==> src/lsu_pkg.sv <==
// Shared definitions for the load/store unit
// Data width, data RAM depth, access size and APB state encodings

package lsu_pkg;

  //////////////////////////////////////////////////////////////////////
  // Widths and depths
  //////////////////////////////////////////////////////////////////////

  // Data and address width, RV32 only
  localparam int XLEN = 32;

  // Data RAM depth in words
  localparam int RAM_WORDS = 256;

  // Word index width for the data RAM
  localparam int RAM_AW = $clog2(RAM_WORDS);

  //////////////////////////////////////////////////////////////////////
  // Encodings
  //////////////////////////////////////////////////////////////////////

  // Access size as issued by the CPU
  // Codes above DWORD are unused and treated as misaligned
  typedef enum logic [2:0] {
    BYTE  = 3'd0,
    HWORD = 3'd1,
    WORD  = 3'd2,
    DWORD = 3'd3
  } mem_size_t;

  // APB master phases
  typedef enum logic [1:0] {
    IDLE   = 2'd0,
    SETUP  = 2'd1,
    ACCESS = 2'd2
  } apb_state_t;

endpackage

==> src/lsu_data_align.sv <==
// Byte-lane steering between the CPU and the 32-bit data bus
// Store side replicates data and builds strobes
// Load side shifts down and extends

`timescale 1ns/1ps

module lsu_data_align import lsu_pkg::*; (
  // Store direction
  input  mem_size_t       size,
  input  logic [1:0]      byte_ofs,
  input  logic [XLEN-1:0] wdata,
  output logic [XLEN-1:0] lane_wdata,
  output logic [3:0]      lane_strb,

  // Load direction
  input  mem_size_t       rd_size,
  input  logic [1:0]      rd_ofs,
  input  logic            rd_unsigned,
  input  logic [XLEN-1:0] raw_rdata,
  output logic [XLEN-1:0] rdata
);

  // Read word with the addressed byte moved to lane 0
  logic [XLEN-1:0] rd_shifted;

  //////////////////////////////////////////////////////////////////////
  // Store lanes
  //////////////////////////////////////////////////////////////////////

  // Data goes to every lane, strobes pick the real target
  always_comb begin
    case (size)
      BYTE: begin
        lane_wdata = {4{wdata[7:0]}};
        lane_strb  = 4'b0001 << byte_ofs;
      end
      HWORD: begin
        lane_wdata = {2{wdata[15:0]}};
        // Offset bit 0 is clear for any aligned halfword
        lane_strb  = 4'b0011 << byte_ofs;
      end
      WORD: begin
        lane_wdata = wdata;
        lane_strb  = 4'b1111;
      end
      default: begin
        // Misaligned sizes never reach the bus
        lane_wdata = wdata;
        lane_strb  = 4'b0000;
      end
    endcase
  end

  //////////////////////////////////////////////////////////////////////
  // Load extraction
  //////////////////////////////////////////////////////////////////////

  // Shift by offset times eight bits
  assign rd_shifted = raw_rdata >> {rd_ofs, 3'b000};

  always_comb begin
    case (rd_size)
      BYTE: begin
        if (rd_unsigned) begin
          rdata = {{(XLEN-8){1'b0}}, rd_shifted[7:0]};
        end else begin
          rdata = {{(XLEN-8){rd_shifted[7]}}, rd_shifted[7:0]};
        end
      end
      HWORD: begin
        if (rd_unsigned) begin
          rdata = {{(XLEN-16){1'b0}}, rd_shifted[15:0]};
        end else begin
          rdata = {{(XLEN-16){rd_shifted[15]}}, rd_shifted[15:0]};
        end
      end
      // Full word as read
      default: rdata = raw_rdata;
    endcase
  end

endmodule

==> config.mk <==
export PLATFORM = sky130hd
export DESIGN_NAME = lsu_data_align
export DESIGN_NICKNAME = d
export VERILOG_FILES = /design/src/lsu_pkg.sv /design/src/lsu_data_align.sv
export SDC_FILE = /design/constraint.sdc
export NUM_CORES = 1
export LEC_CHECK = 0
export ABC_AREA = 1
export BUFFER_PORTS_ARGS = -buffer_cell sky130_fd_sc_hd__buf_2
export CELL_PAD_IN_SITES_DETAIL_PLACEMENT = 0
export CELL_PAD_IN_SITES_GLOBAL_PLACEMENT = 1
export CORE_ASPECT_RATIO = 0.8
export CORE_MARGIN = 2
export CORE_UTILIZATION = 20
export DETAILED_ROUTE_END_ITERATION = 8
export PLACE_DENSITY = 0.92
export SLEW_MARGIN = 20
export SYNTH_ARGS = -nofsm -noshare
export SYNTH_HDL_FRONTEND = slang
export SYNTH_SLANG_ARGS = --single-unit
==> constraint.sdc <==
create_clock -name vclk -period 1.84
set_input_delay 0.552 -clock vclk [all_inputs]
set_output_delay 0.552 -clock vclk [all_outputs]
set_load 0.005 [all_outputs]
==> flow_summary.json <==
{
  "critical_path_arrival_ns": 1.49,
  "drtIter0Drc": 102,
  "hp-class": "input port to primary output",
  "setup_violations": 56,
  "max_freq_ghz": 0.489,
  "worstPathCellList": "buf_12 -> inv_8 -> nand2_2 -> nand3_4 -> nand4_4 -> bufbuf_16 -> nand3_2 -> buf_2",
  "cp_max_fo": 10,
  "antenna_found_initial": 0,
  "track_usage": 0.155,
  "slew_headroom": 0.802,
  "clockBufferCount": 0,
  "layout_min_cycle_time_ns": 2.05,
  "area_growth_pct": 104,
  "coreArea_um2": 6930,
  "drc": 0,
  "violations": "setup timing",
  "hpwl_mm": 5.03,
  "setup.worst_path.class": "input port to primary output",
  "grt_pass1_wl_mm": 10.5,
  "endpoint_kind": "primary output",
  "layout.nets": 516,
  "drive_gt1_frac": 0.590,
  "stdcell_count": 526,
  "seq_area_frac_synth": 0,
  "slowest_delay_ns": 0.31,
  "yosys_warnings": 0,
  "drtPass1Iterations": 4,
  "worst_pin_slew_ns": 0.295,
  "via_count": 2466,
  "ios": 143,
  "avgRoutedWirePerCell_um": 13.2,
  "syn_inst": 281,
  "cp_top_family": "buffers and inverters",
  "grt_pass1_vias": 2212,
  "gp_congestion": 0.863,
  "grt_max_degree": 17,
  "ant_nets": 0,
  "slowest_stage": "bufbuf_16",
  "setup_ws_ns": -0.206,
  "hold_depth": 2,
  "power_uw": 687,
  "holdBufCountCts": 0,
  "power.density_nw_per_um2": 234,
  "hold_viol": 0,
  "die_h_um": 79.8,
  "critPathLaunchType": "input port",
  "min-delay-start": "wdata[7]",
  "holdPathEnd": "lane_wdata[7]",
  "p_leak_nw": 1.80,
  "ys_types": 20,
  "die_x_um": 98.8,
  "status": "finished with violations",
  "final-seq-area_um2": 0,
  "n_antenna_cell": 0,
  "peakVddDrop_mv": 0.107,
  "synthesis.nets": 356,
  "drt-total-wl_mm": 6.95,
  "io_buffers": 143,
  "drv_slew": 0,
  "place_inst": 512,
  "max-cap-violations": 0,
  "seq_cells": 0,
  "multiInputGateArea_um2": 1390,
  "die_area_um2": 7890,
  "finalCritPeriodShare": 1.11,
  "critPathBufInv": 4,
  "vias_per_cell": 4.69,
  "rows": 27,
  "syn_area_um2": 1440,
  "synth.avg_cell_area_um2": 5.12,
  "cp.required_ns": 1.29,
  "grt_overflow_total": 0,
  "initial_utilization": 0.208,
  "nFillCells": 697,
  "grt_setup_unrepaired": "yes"
}
[timing repair]
item	CTS	global route
pin swaps	5	18
gates resized for setup	67	51
setup endpoints to repair	51	60
gates cloned	4	3
buffers inserted	7	6
[cell usage after synthesis (all sizes together)]
cell type	n	share of area
nor3	1	0.011
nand4	1	0.015
o21ai	23	0.080
nand2	126	0.33
inv	33	0.086
buf	22	0.11
nor2	13	0.041
o211ai	8	0.042
nand3	47	0.25
o22ai	6	0.026
clkbuf	1	0.0026
[where the power goes]
part           total [mW]  switching [mW]  internal (mW)
Sequential              0               0              0
Clock                   0               0              0
Combinational       0.687           0.342          0.345
Total               0.687           0.342          0.345
[per-stage QoR]
| stage | util | TNS (ns) | hold slack (ns) | setup WS (ns) | cell area, um2 |
|---|---|---|---|---|---|
| final | 0.424 | -6.35 | 1.34 | -0.206 | 2940 |
| after global routing | 0.424 | -9.79 | 1.35 | -0.263 | 2940 |
| after CTS | 0.389 | -6.55 | 1.32 | -0.211 | 2700 |
| after detailed placement | 0.340 | -7.60 | 1.30 | -0.237 | 2350 |
| after global placement | 0.340 | -5.47 | 1.30 | -0.178 | 2350 |
| after floorplan | - | 0 | 1.18 | 0.0123 | 1440 |
[cell families (layout without fill, tap and decap cells)]
kind of cell / after synthesis / in the layout / share of synthesized area
buf+inv: 56 / 214 / 0.200
compound gates: 37 / 37 / 0.148
simple gates: 188 / 188 / 0.652
[layout make-up]
class / instances / share of cell area
Tap cell: 87 / 0.0371
Inverter: 33 / 0.0524
Timing Repair inverter: 1 / 0.00256
Multi-Input combinational cell: 225 / 0.473
Timing Repair Buffer: 180 / 0.435
[cell usage in the layout (no fill, tap or decap)]
master / netlist / final
inv_2: 6 / 3
clkinvlp_4: 0 / 1
bufbuf_16: 0 / 1
o22ai_1: 6 / 3
inv_4: 0 / 4
nand2_2: 2 / 7
clkinv_8: 0 / 1
o211ai_1: 8 / 8
nor3_4: 1 / 1
o21ai_2: 0 / 8
buf_2: 8 / 136
o22ai_2: 0 / 3
o21ai_4: 0 / 2
nand3_4: 1 / 3
o21ai_1: 3 / 4
nand3_1: 23 / 16
nor2_2: 1 / 1
nand3_2: 23 / 28
nand2_1: 124 / 110
nand4_4: 1 / 1
nor2_1: 11 / 6
o21ai_0: 20 / 9
buf_6: 4 / 9
buf_4: 10 / 17
inv_8: 0 / 1
nor2_4: 1 / 6
inv_1: 27 / 24
buf_12: 0 / 10
buf_8: 0 / 4
clkbuf_16: 0 / 3
nand2_4: 0 / 9
[worst max path at each step]
stage / from / to / cells after the start
after global routing: rd_ofs[0] / rdata[13] / 9
after global placement: rd_ofs[1] / rdata[1] / 7
after floorplan: rd_ofs[1] / rdata[20] / 7
after detailed placement: rd_ofs[0] / rdata[16] / 8
final: rd_ofs[0] / rdata[13] / 8
after CTS: rd_ofs[1] / rdata[31] / 7
[per-layer routing]
metal / share of wire / up-vias / routed length, um / GRT usage
li1: - / 1217 / - / -
met1: 0.40 / 1152 / 2770 / 0.216
met2: 0.52 / 85 / 3630 / 0.270
met3: 0.062 / 12 / 433 / 0.00876
met4: 0.016 / 0 / 112 / 0.0219
met5: 0 / - / 0 / 0
No activity file was read; power rests on OpenSTA's default activity.
