## src/lsu_pkg.sv

```systemverilog
// Shared definitions for the load/store unit
// Data width, data RAM depth, access size and APB state encodings

package lsu_pkg;

  //////////////////////////////////////////////////////////////////////
  // Widths and depths
  //////////////////////////////////////////////////////////////////////

  // Data and address width, RV32 only
  localparam int XLEN = 32;

  // Data RAM depth in words
  localparam int RAM_WORDS = 256;

  // Word index width for the data RAM
  localparam int RAM_AW = $clog2(RAM_WORDS);

  //////////////////////////////////////////////////////////////////////
  // Encodings
  //////////////////////////////////////////////////////////////////////

  // Access size as issued by the CPU
  // Codes above DWORD are unused and treated as misaligned
  typedef enum logic [2:0] {
    BYTE  = 3'd0,
    HWORD = 3'd1,
    WORD  = 3'd2,
    DWORD = 3'd3
  } mem_size_t;

  // APB master phases
  typedef enum logic [1:0] {
    IDLE   = 2'd0,
    SETUP  = 2'd1,
    ACCESS = 2'd2
  } apb_state_t;

endpackage

```

## src/lsu_apb_master.sv

```systemverilog
// APB master for single CPU data accesses
// Captures one aligned request, runs SETUP and ACCESS, returns ack
// Read word and load attributes go back to the aligner

`timescale 1ns/1ps

module lsu_apb_master import lsu_pkg::*; (
  input  logic            clk,
  input  logic            rst,

  // Request side
  input  logic            req,
  input  logic            we,
  input  logic            is_misaligned,
  input  logic [XLEN-1:0] adr,
  input  mem_size_t       size,
  input  logic            load_unsigned,
  input  logic [XLEN-1:0] lane_wdata,
  input  logic [3:0]      lane_strb,

  // Completion side
  output logic            busy,
  output logic            ack,
  output logic            access_err,
  output mem_size_t       rd_size,
  output logic [1:0]      rd_ofs,
  output logic            rd_unsigned,
  output logic [XLEN-1:0] raw_rdata,

  // APB
  output logic [XLEN-1:0] paddr,
  output logic            psel,
  output logic            penable,
  output logic            pwrite,
  output logic [XLEN-1:0] pwdata,
  output logic [3:0]      pstrb,
  input  logic [XLEN-1:0] prdata,
  input  logic            pready,
  input  logic            pslverr
);

  apb_state_t state;
  logic       start;

  // Accept only in IDLE and not in the ack cycle
  assign start = req & ~is_misaligned & (state == IDLE) & ~ack;

  // Busy from first bus cycle through the ack cycle
  assign busy = (state != IDLE) | ack;

  // Bus phase straight from the state
  assign psel    = (state != IDLE);
  assign penable = (state == ACCESS);

  //////////////////////////////////////////////////////////////////////
  // Phase sequencing and completion
  //////////////////////////////////////////////////////////////////////

  always_ff @(posedge clk) begin
    if (rst) begin
      state      <= IDLE;
      ack        <= 1'b0;
      access_err <= 1'b0;
    end else begin
      ack <= 1'b0;
      case (state)
        IDLE:    if (start) state <= SETUP;
        SETUP:   state <= ACCESS;
        ACCESS: begin
          // Wait states hold the phase
          if (pready) begin
            state      <= IDLE;
            ack        <= 1'b1;
            access_err <= pslverr;
          end
        end
        default: state <= IDLE;
      endcase
    end
  end

  // Read word taken at the end of ACCESS
  always_ff @(posedge clk) begin
    if ((state == ACCESS) && pready) begin
      raw_rdata <= prdata;
    end
  end

  // Request payload, stable for the whole transfer
  always_ff @(posedge clk) begin
    if (start) begin
      paddr       <= {adr[XLEN-1:2], 2'b00};
      pwrite      <= we;
      pwdata      <= lane_wdata;
      // No strobes on a read
      pstrb       <= we ? lane_strb : 4'b0000;
      rd_size     <= size;
      rd_ofs      <= adr[1:0];
      rd_unsigned <= load_unsigned;
    end
  end

endmodule

```

## config.mk

```make
export PLATFORM = sky130hd
export DESIGN_NAME = lsu_apb_master
export DESIGN_NICKNAME = d
export VERILOG_FILES = /design/src/lsu_pkg.sv /design/src/lsu_apb_master.sv
export SDC_FILE = /design/constraint.sdc
export NUM_CORES = 1
export LEC_CHECK = 0
export ABC_AREA = 1
export BUFFER_PORTS_ARGS = -buffer_cell sky130_fd_sc_hd__buf_2
export CORE_UTILIZATION = 44
export CTS_CLUSTER_DIAMETER = 40
export CTS_CLUSTER_SIZE = 24
export DETAILED_ROUTE_END_ITERATION = 16
export MAX_ROUTING_LAYER = met4
export PLACE_DENSITY = 0.91
export SYNTH_ARGS = -nofsm -noshare
export SYNTH_HDL_FRONTEND = slang
export SYNTH_SLANG_ARGS = --single-unit
```

## constraint.sdc

```tcl
create_clock -name clk -period 4.1 [get_ports clk]
set_input_delay 0.205 -clock clk [delete_from_list [all_inputs] [get_ports clk]]
set_output_delay 0.205 -clock clk [all_outputs]
set_load 0.005 [all_outputs]
```

==> impl.org, run 1 <==
** Critical path
- Walking the worst path, the cells encountered are nor2_1 -> nand3_1 -> inv_2 -> buf_4.
- Crit path launch :: state[1]$_SDFFE_PP0P_
- In this run the critical register-to-register path is launched from state[1]$_SDFFE_PP0P_.
- Capture instance of the worst register-to-register path :: pwdata[20]$_DFFE_PP_
- STA classifies the critical path endpoint as a flip-flop.
- The slowest stage of the critical path is the sky130_fd_sc_hd__buf_4 cell.
- STA classifies the critical path startpoint as a flip-flop.
- Data on the critical path arrives at its endpoint at 2.14 ns.
- In this run the worst path has a maximum fanout of 40.
- Setup slack on the worst reg-to-reg path comes out at 1.95 ns.
- Together, buffers and inverters on the worst path number 2.
- By startpoint and endpoint, the worst setup path is classified as flip-flop to flip-flop.
- Kind of cell with the highest combined delay on the critical path :: buffers and inverters
- On the worst path, the slowest cell contributes a delay of 0.56 ns.
- Worst setup path end :: pwdata[20]$_DFFE_PP_
- Counting buffers and inverters, the worst setup path is 4 cells deep.
- Worst r2r path cells :: 4
- Endpoint required time on the critical path :: 4.09 ns

** GRT
- For this run the aggregate overflow at the end of global routing stands at 0.
- Antenna violations before repair :: 0
- The number of global-route vias before repair is 1964.
- The first global-routing pass estimated 9.280 mm of wire.
- Overall routing resource usage :: 17.03%
- Entering global routing, the biggest net connects 41 pins.

** Timing
- Subtracting the final worst setup slack from the clock period gives 2.154 ns.
- Number of setup violations in the final report :: 0
- Setup repair after global routing left no endpoint under its margin.
- Static timing analysis puts the maximum clock frequency at 464.3 MHz.
- The number of pins exceeding their max-slew limit in the final report is 0.
- Setup TNS Final :: 0 ns
- Fraction of the cycle the final worst path needs :: 52.53%
- Final worst clock skew :: 0.01554 ns
- In this run the tightest slew margin relative to its limit is 22.37%.
- For the pin with the worst max-slew slack, the measured transition is 1.163 ns.
- Minimum setup slack in the final design :: 1.946 ns
- The number of hold violations in the final report came to 0.

** Yosys
- Netlist Area Pre-Place :: 0.003378 mm2
- Count of distinct cell types in the synthesized netlist :: 10
- The Yosys step of the flow raised 0 warnings.
- Register area share after synthesis :: 95.70%
- The average instance in the mapped netlist occupies 23.46 um2.
- Counting every instance in the synthesized netlist gives 144.
- Flop and latch count out of synthesis :: 109

** Clock tree
- At the later pin of the worst-skew pair, clock insertion delay measures 0.35 ns.
- Clock transition at path regs :: 0.10 ns
- Clock tree from TritonCTS :: built
- Total number of clock tree sinks :: 109
- H-tree levels :: 3
- In this run the clock root is driven by a sky130_fd_sc_hd__clkbuf_8.
- Post-CTS timing repair inserted 0 buffers for setup.
- Cells resized by post-CTS repair :: 0
- CTS hold repair buffers :: 0
- The clock passes through at most 2 buffers.
- Counting the buffers created by CTS gives 9.

** Detailed routing
- Routed via count :: 2120
- ANT nets after route :: 0
- Number of detailed-routing iterations run before antenna repair :: 4
- For this run, design rule violations remaining after detail routing come to 0.
- Average wire per standard cell :: 14.80 um
- The detailed router finished its first iteration with 50 violations.
- Overall routed net length :: 7.177 mm
- Via-per-instance ratio :: 4.371

** Pwr
- Power density over the cells :: 408.2 mW/mm2
- In this run the static leakage power is 2.110 nW.
- Worst VDD drop :: 297.3 uV

** Floorplanning
- Die Width :: 89.63 um
- The initial utilization of the core area, before any placement, comes to 46.08%.
- Pin placement for this block handled 223 I/O pins.
- Area inside the core boundary :: 0.007331 mm2
- Full die area :: 0.008033 mm2
- Site row count :: 31
- Chip height :: 89.63 um

** Outcome
- The run finished with clean final reports.

** Flow run
- Max_cap viols :: 0

** Layout
- Synth-to-layout area growth :: 42.85%
- The count of cells in the finished layout, fillers not included, comes to 485.
- Cells fill 65.83% of the core in the end.
- Layout net count :: 492
- Antenna Cells :: 0
- Cells with a size suffix above 1 make up 60.88% of the layout.

** Place
- Post-placement setup slack :: 1.964 ns
- Number of buffers inserted by port buffering :: 220
- Post-DP HPWL :: 5.397 mm
- Once placement completed, the tool counted placed cells totaling 463.
- GPL Wtd Cong :: 0.7324

** Worst hold path
- In this run the worst hold path is classified as input pin to flip-flop.
-- synth_stat cells --
master | number | area (um2)
sky130_fd_sc_hd__a21oi_1 | 1 | 5.000
sky130_fd_sc_hd__buf_4 | 2 | 15.01
sky130_fd_sc_hd__conb_1 | 1 | 3.750
sky130_fd_sc_hd__dfxtp_1 | 4 | 80.08
sky130_fd_sc_hd__edfxtp_1 | 105 | 3153
sky130_fd_sc_hd__inv_1 | 13 | 48.80
sky130_fd_sc_hd__nand2_1 | 9 | 33.78
sky130_fd_sc_hd__nand3_1 | 2 | 10.01
sky130_fd_sc_hd__nor2_1 | 6 | 22.52
sky130_fd_sc_hd__or2_1 | 1 | 6.260
-- worst min path at each step --
stage | cells after the start | start | to | slack [ns]
2_1_floorplan | 1 | rst | ack$_SDFF_PP0_ | 0.28
3_3_place_gp | 1 | lane_wdata[14] | pwdata[14]$_DFFE_PP_ | 0.38
3_5_place_dp | 1 | adr[27] | paddr[27]$_DFFE_PP_ | 0.38
4_1_cts | 1 | lane_wdata[4] | pwdata[4]$_DFFE_PP_ | 0.003
5_1_grt | 1 | lane_wdata[21] | pwdata[21]$_DFFE_PP_ | 0.0007
6_report | 1 | prdata[3] | raw_rdata[3]$_DFFE_PP_ | 0.02
-- stage by stage --
step | power [mW] | hold WS [ns] | instance area [um2]
3_5_place_dp | 1.436 | 0.3831 | 4599
3_3_place_gp | 1.429 | 0.3814 | 4599
4_1_cts | 1.980 | 0.003482 | 4766
6_report | 1.970 | 0.02109 | 4826
5_1_grt | 2.036 | 0.0006621 | 4826
2_1_floorplan | 1.339 | 0.2774 | 3382
-- sequential cells by signal (all words and copies together), names as in the netlist, 2 cells and up --
name	count
paddr	30
pstrb	4
pwdata	32
raw_rdata	32
rd_ofs	2
rd_size	3
state	2
-- cell type report --
class | instances | area (um2)
flip-flops and latches | 109 | 3233
fillers | 538 | 2505
well taps | 99 | 123.9
multi-input cells | 21 | 85.08
repair buffers | 227 | 1169
inverters | 13 | 48.80
clock buffers | 11 | 131.4
clock inverters | 5 | 35.03
-- metal layers --
| layer | routed length, um | part of all wire [%] | vias to the layer above | track usage [%] |
|---|---|---|---|---|
| met3 | 645 | 9.0 | 11 | 6.307 |
| met5 | 0 | 0 | - | - |
| li1 | - | - | 1001 | - |
| met1 | 2625 | 37 | 980 | 17.93 |
| met4 | 136 | 1.9 | 0 | 5.051 |
| met2 | 3769 | 53 | 128 | 29.82 |
-- report_power, final --
group / switching (mW) / leakage [nW] / internal, mW / total (mW)
registers: 0.0104 / 1.00 / 1.27 / 1.28
logic: 0.0634 / 1.03 / 0.0685 / 0.132
clock network: 0.335 / 0.0736 / 0.222 / 0.557
total: 0.408 / 2.11 / 1.56 / 1.97
-- cells by family (layout without fill, tap and decap cells) --
logic type,Yosys count,count (layout),share of synthesized area [%]
compound gates,1,1,0.1480
buf+inv,15,256,1.889
flops,109,109,95.70
other cells,1,2,0.1110
simple gates,18,18,2.148
-- cells in the final DEF (no fill, tap or decap) --
master,Yosys,routed
sky130_fd_sc_hd__nand3_1,2,2
sky130_fd_sc_hd__a21oi_1,1,1
sky130_fd_sc_hd__dfxtp_1,4,4
sky130_fd_sc_hd__inv_1,13,12
sky130_fd_sc_hd__inv_2,0,1
sky130_fd_sc_hd__inv_6,0,1
sky130_fd_sc_hd__clkbuf_1,0,2
sky130_fd_sc_hd__clkbuf_8,0,9
sky130_fd_sc_hd__nand2_1,9,9
sky130_fd_sc_hd__or2_1,1,1
sky130_fd_sc_hd__clkinv_1,0,1
sky130_fd_sc_hd__buf_4,2,1
sky130_fd_sc_hd__clkinvlp_4,0,3
sky130_fd_sc_hd__nor2_1,6,6
sky130_fd_sc_hd__dlygate4sd3_1,0,6
sky130_fd_sc_hd__buf_2,0,220
sky130_fd_sc_hd__edfxtp_1,105,105
sky130_fd_sc_hd__conb_1,1,2
Power figures use the tool's default switching activity.
==> run 2, diff against run 1 <==
--- a/config.mk
+++ b/config.mk
@@ -7,12 +7,12 @@
 export LEC_CHECK = 0
 export ABC_AREA = 1
 export BUFFER_PORTS_ARGS = -buffer_cell sky130_fd_sc_hd__buf_2
-export CORE_UTILIZATION = 44
+export CORE_UTILIZATION = 37
 export CTS_CLUSTER_DIAMETER = 40
 export CTS_CLUSTER_SIZE = 24
 export DETAILED_ROUTE_END_ITERATION = 16
 export MAX_ROUTING_LAYER = met4
-export PLACE_DENSITY = 0.91
+export PLACE_DENSITY = 0.83
 export SYNTH_ARGS = -nofsm -noshare
 export SYNTH_HDL_FRONTEND = slang
 export SYNTH_SLANG_ARGS = --single-unit
==> constraint.sdc (replaced) <==
create_clock -name clk -period 1.8 [get_ports clk]
set_input_delay 0.09 -clock clk [delete_from_list [all_inputs] [get_ports clk]]
set_output_delay 0.09 -clock clk [all_outputs]
set_load 0.005 [all_outputs]
==> impl.org, run 2 <==
** Outcome
- Result of the run :: aborted with a tool error
- Stage reached :: 4_1_cts
- Error that ended the run :: [ERROR RSZ-0060] Max buffer count reached.

** Floorplanning
- During I/O placement, the number of pins put on the boundary was 223.
- Starting density of the core :: 38.55%
- The floorplan step set the die width to 97.56 um.
- Chip height :: 97.56 um
- Site row count :: 34

** Yosys
- The mapped netlist covers 0.003378 mm2.
- After synthesis, the largest area contributor takes up 93.33% of total cell area.
- Counting flops with an async set or reset pin after synthesis yields a share of 0%.
- By instance count, the leading cell after synthesis is sky130_fd_sc_hd__edfxtp_1.
- Number of instances in the synthesized netlist :: 144
- Cell type with the largest total area after synthesis :: sky130_fd_sc_hd__edfxtp_1
- Yosys printed 0 warnings.
- Yosys mapped a number of flops with a built-in enable equal to 105.
- Per-instance average area after synthesis :: 23.46 um2
- Leading post-synthesis cells by instance count :: sky130_fd_sc_hd__edfxtp_1 (105), sky130_fd_sc_hd__inv_1 (13), sky130_fd_sc_hd__nand2_1 (9), sky130_fd_sc_hd__nor2_1 (6), sky130_fd_sc_hd__dfxtp_1 (4)
- Register area share after synthesis :: 95.70%
- In the synthesized netlist the dominant register cell turns out to be sky130_fd_sc_hd__edfxtp_1.
- Flop and latch count out of synthesis :: 109
- Dominant cells by area after synthesis :: sky130_fd_sc_hd__edfxtp_1 (93%), sky130_fd_sc_hd__dfxtp_1 (2.4%), sky130_fd_sc_hd__inv_1 (1.4%), sky130_fd_sc_hd__nand2_1 (1.0%), sky130_fd_sc_hd__nor2_1 (0.67%)
- Count of distinct cell types in the synthesized netlist :: 10

** Place
- Buffers placed on the I/O ports in this run total 220.
- Number of placed instances, taps included :: 474
- Post-DP HPWL :: 5.413 mm
- In this run the cell area measured after placement is 0.004664 mm2.
- Post-placement setup slack :: 0.3828 ns
- Routability-driven placement finished with a final weighted congestion of 0.8128.

** Clock tree
- Total number of clock tree sinks :: 109
- Number of setup buffers added after CTS :: 0
- The H-tree was split into 3 levels.
- No sink is reached through more buffers than the 2 on the longest clock path.
- Buffers inserted during clock tree synthesis total 9.
- In this run, post-CTS repair resized a total of 0 instances.
- CTS hold repair buffers :: 101
- The cell sitting at the root of the clock tree is a sky130_fd_sc_hd__clkbuf_8.
[run 2: cells by family after synthesis]
| family | synth area share, % |
|---|---|
| flip-flops | 95.70 |
| AND/OR/NAND/NOR | 2.148 |
| buffers and inverters | 1.889 |
| AO/OA/AOI/OAI | 0.1480 |
| other | 0.1110 |
[run 2: per-stage QoR]
stage | hold slack [ns] | setup TNS, ns
2_1_floorplan | 0.1550 | -7.724
3_3_place_gp | 0.2664 | 0
3_5_place_dp | 0.2681 | 0
==> run 3, diff against run 2 <==
--- a/config.mk
+++ b/config.mk
@@ -7,12 +7,9 @@
 export LEC_CHECK = 0
 export ABC_AREA = 1
 export BUFFER_PORTS_ARGS = -buffer_cell sky130_fd_sc_hd__buf_2
-export CORE_UTILIZATION = 37
-export CTS_CLUSTER_DIAMETER = 40
-export CTS_CLUSTER_SIZE = 24
+export CORE_UTILIZATION = 35
 export DETAILED_ROUTE_END_ITERATION = 16
-export MAX_ROUTING_LAYER = met4
-export PLACE_DENSITY = 0.83
+export PLACE_DENSITY_LB_ADDON = 0.15
 export SYNTH_ARGS = -nofsm -noshare
 export SYNTH_HDL_FRONTEND = slang
 export SYNTH_SLANG_ARGS = --single-unit
==> constraint.sdc (replaced) <==
create_clock -name clk -period 2.3 [get_ports clk]
set_input_delay 0.115 -clock clk [delete_from_list [all_inputs] [get_ports clk]]
set_output_delay 0.115 -clock clk [all_outputs]
set_load 0.005 [all_outputs]
==> impl.org, run 3 <==
** Floorplanning
- Chip height :: 100.2 um
- IO Pins :: 223
- Die Width :: 100.2 um
- Site row count :: 35
- Once the floorplan was initialized, standard cells occupied 36.39% of the core.

** Yosys
- By area the synthesized netlist is led by sky130_fd_sc_hd__edfxtp_1 (93%), sky130_fd_sc_hd__dfxtp_1 (2.4%), sky130_fd_sc_hd__inv_1 (1.4%), sky130_fd_sc_hd__nand2_1 (1.0%), sky130_fd_sc_hd__nor2_1 (0.67%).
- Summed over all instances, the cell type with the most area after synthesis is sky130_fd_sc_hd__edfxtp_1.
- Flop and latch count out of synthesis :: 109
- The synthesized netlist contains 10 unique library cells.
- Register area share after synthesis :: 95.70%
- The most common cell in the synthesized netlist is sky130_fd_sc_hd__edfxtp_1.
- Most frequently used flop master after synthesis :: sky130_fd_sc_hd__edfxtp_1
- Leading post-synthesis cells by instance count :: sky130_fd_sc_hd__edfxtp_1 (105), sky130_fd_sc_hd__inv_1 (13), sky130_fd_sc_hd__nand2_1 (9), sky130_fd_sc_hd__nor2_1 (6), sky130_fd_sc_hd__dfxtp_1 (4)
- Synthesis produced a netlist whose cell count is 144.
- Averaged over all synthesized cells, the footprint is 23.46 um2.
- Post-synth top area share :: 93.33%
- The Yosys step of the flow raised 0 warnings.
- After synthesis, the share of flip-flops with an asynchronous set or reset is 0%.
- The synthesized design contains 105 enable-type register cells.
- The mapped netlist covers 0.003378 mm2.

** Outcome
- Result of the run :: aborted with a tool error
- Stage reached :: 4_1_cts
- Error that ended the run :: [ERROR RSZ-0060] Max buffer count reached.

** Clock tree
- Longest Clk Path Bufs :: 2
- The H-tree generated during clock tree synthesis spans 3 levels.
- Post-CTS timing repair inserted 0 buffers for setup.
- Counting the buffers created by CTS gives 9.
- The tree built by TritonCTS fans out to 109 sinks.
- In this run the clock root is driven by a sky130_fd_sc_hd__clkbuf_8.
- The number of gates resized after CTS was 0.
- CTS hold repair buffers :: 103

** Place
- Buffers placed on the I/O ports in this run total 220.
- At the placement stage, the worst setup path has a slack of 0.7787 ns.
- GPL Wtd Cong :: 0.6875
- Post-DP HPWL :: 5.586 mm
## run 3: cell counts after synthesis
No cell type changed its count.
## run 3: logic make-up after synthesis
family | after synthesis | synth area share [%]
simple gates | 18 | 2.148
buf+inv | 15 | 1.889
flops | 109 | 95.70
other cells | 1 | 0.1110
compound gates | 1 | 0.1480
## run 3: metrics by stage
| step | util (%) | hold slack [ns] | area, um2 | cells |
|---|---|---|---|---|
| 2_1_floorplan | - | 0.1874 | 3386 | 145 |
| 3_3_place_gp | 50.42 | 0.2911 | 4681 | 495 |
| 3_5_place_dp | 50.42 | 0.2931 | 4681 | 495 |
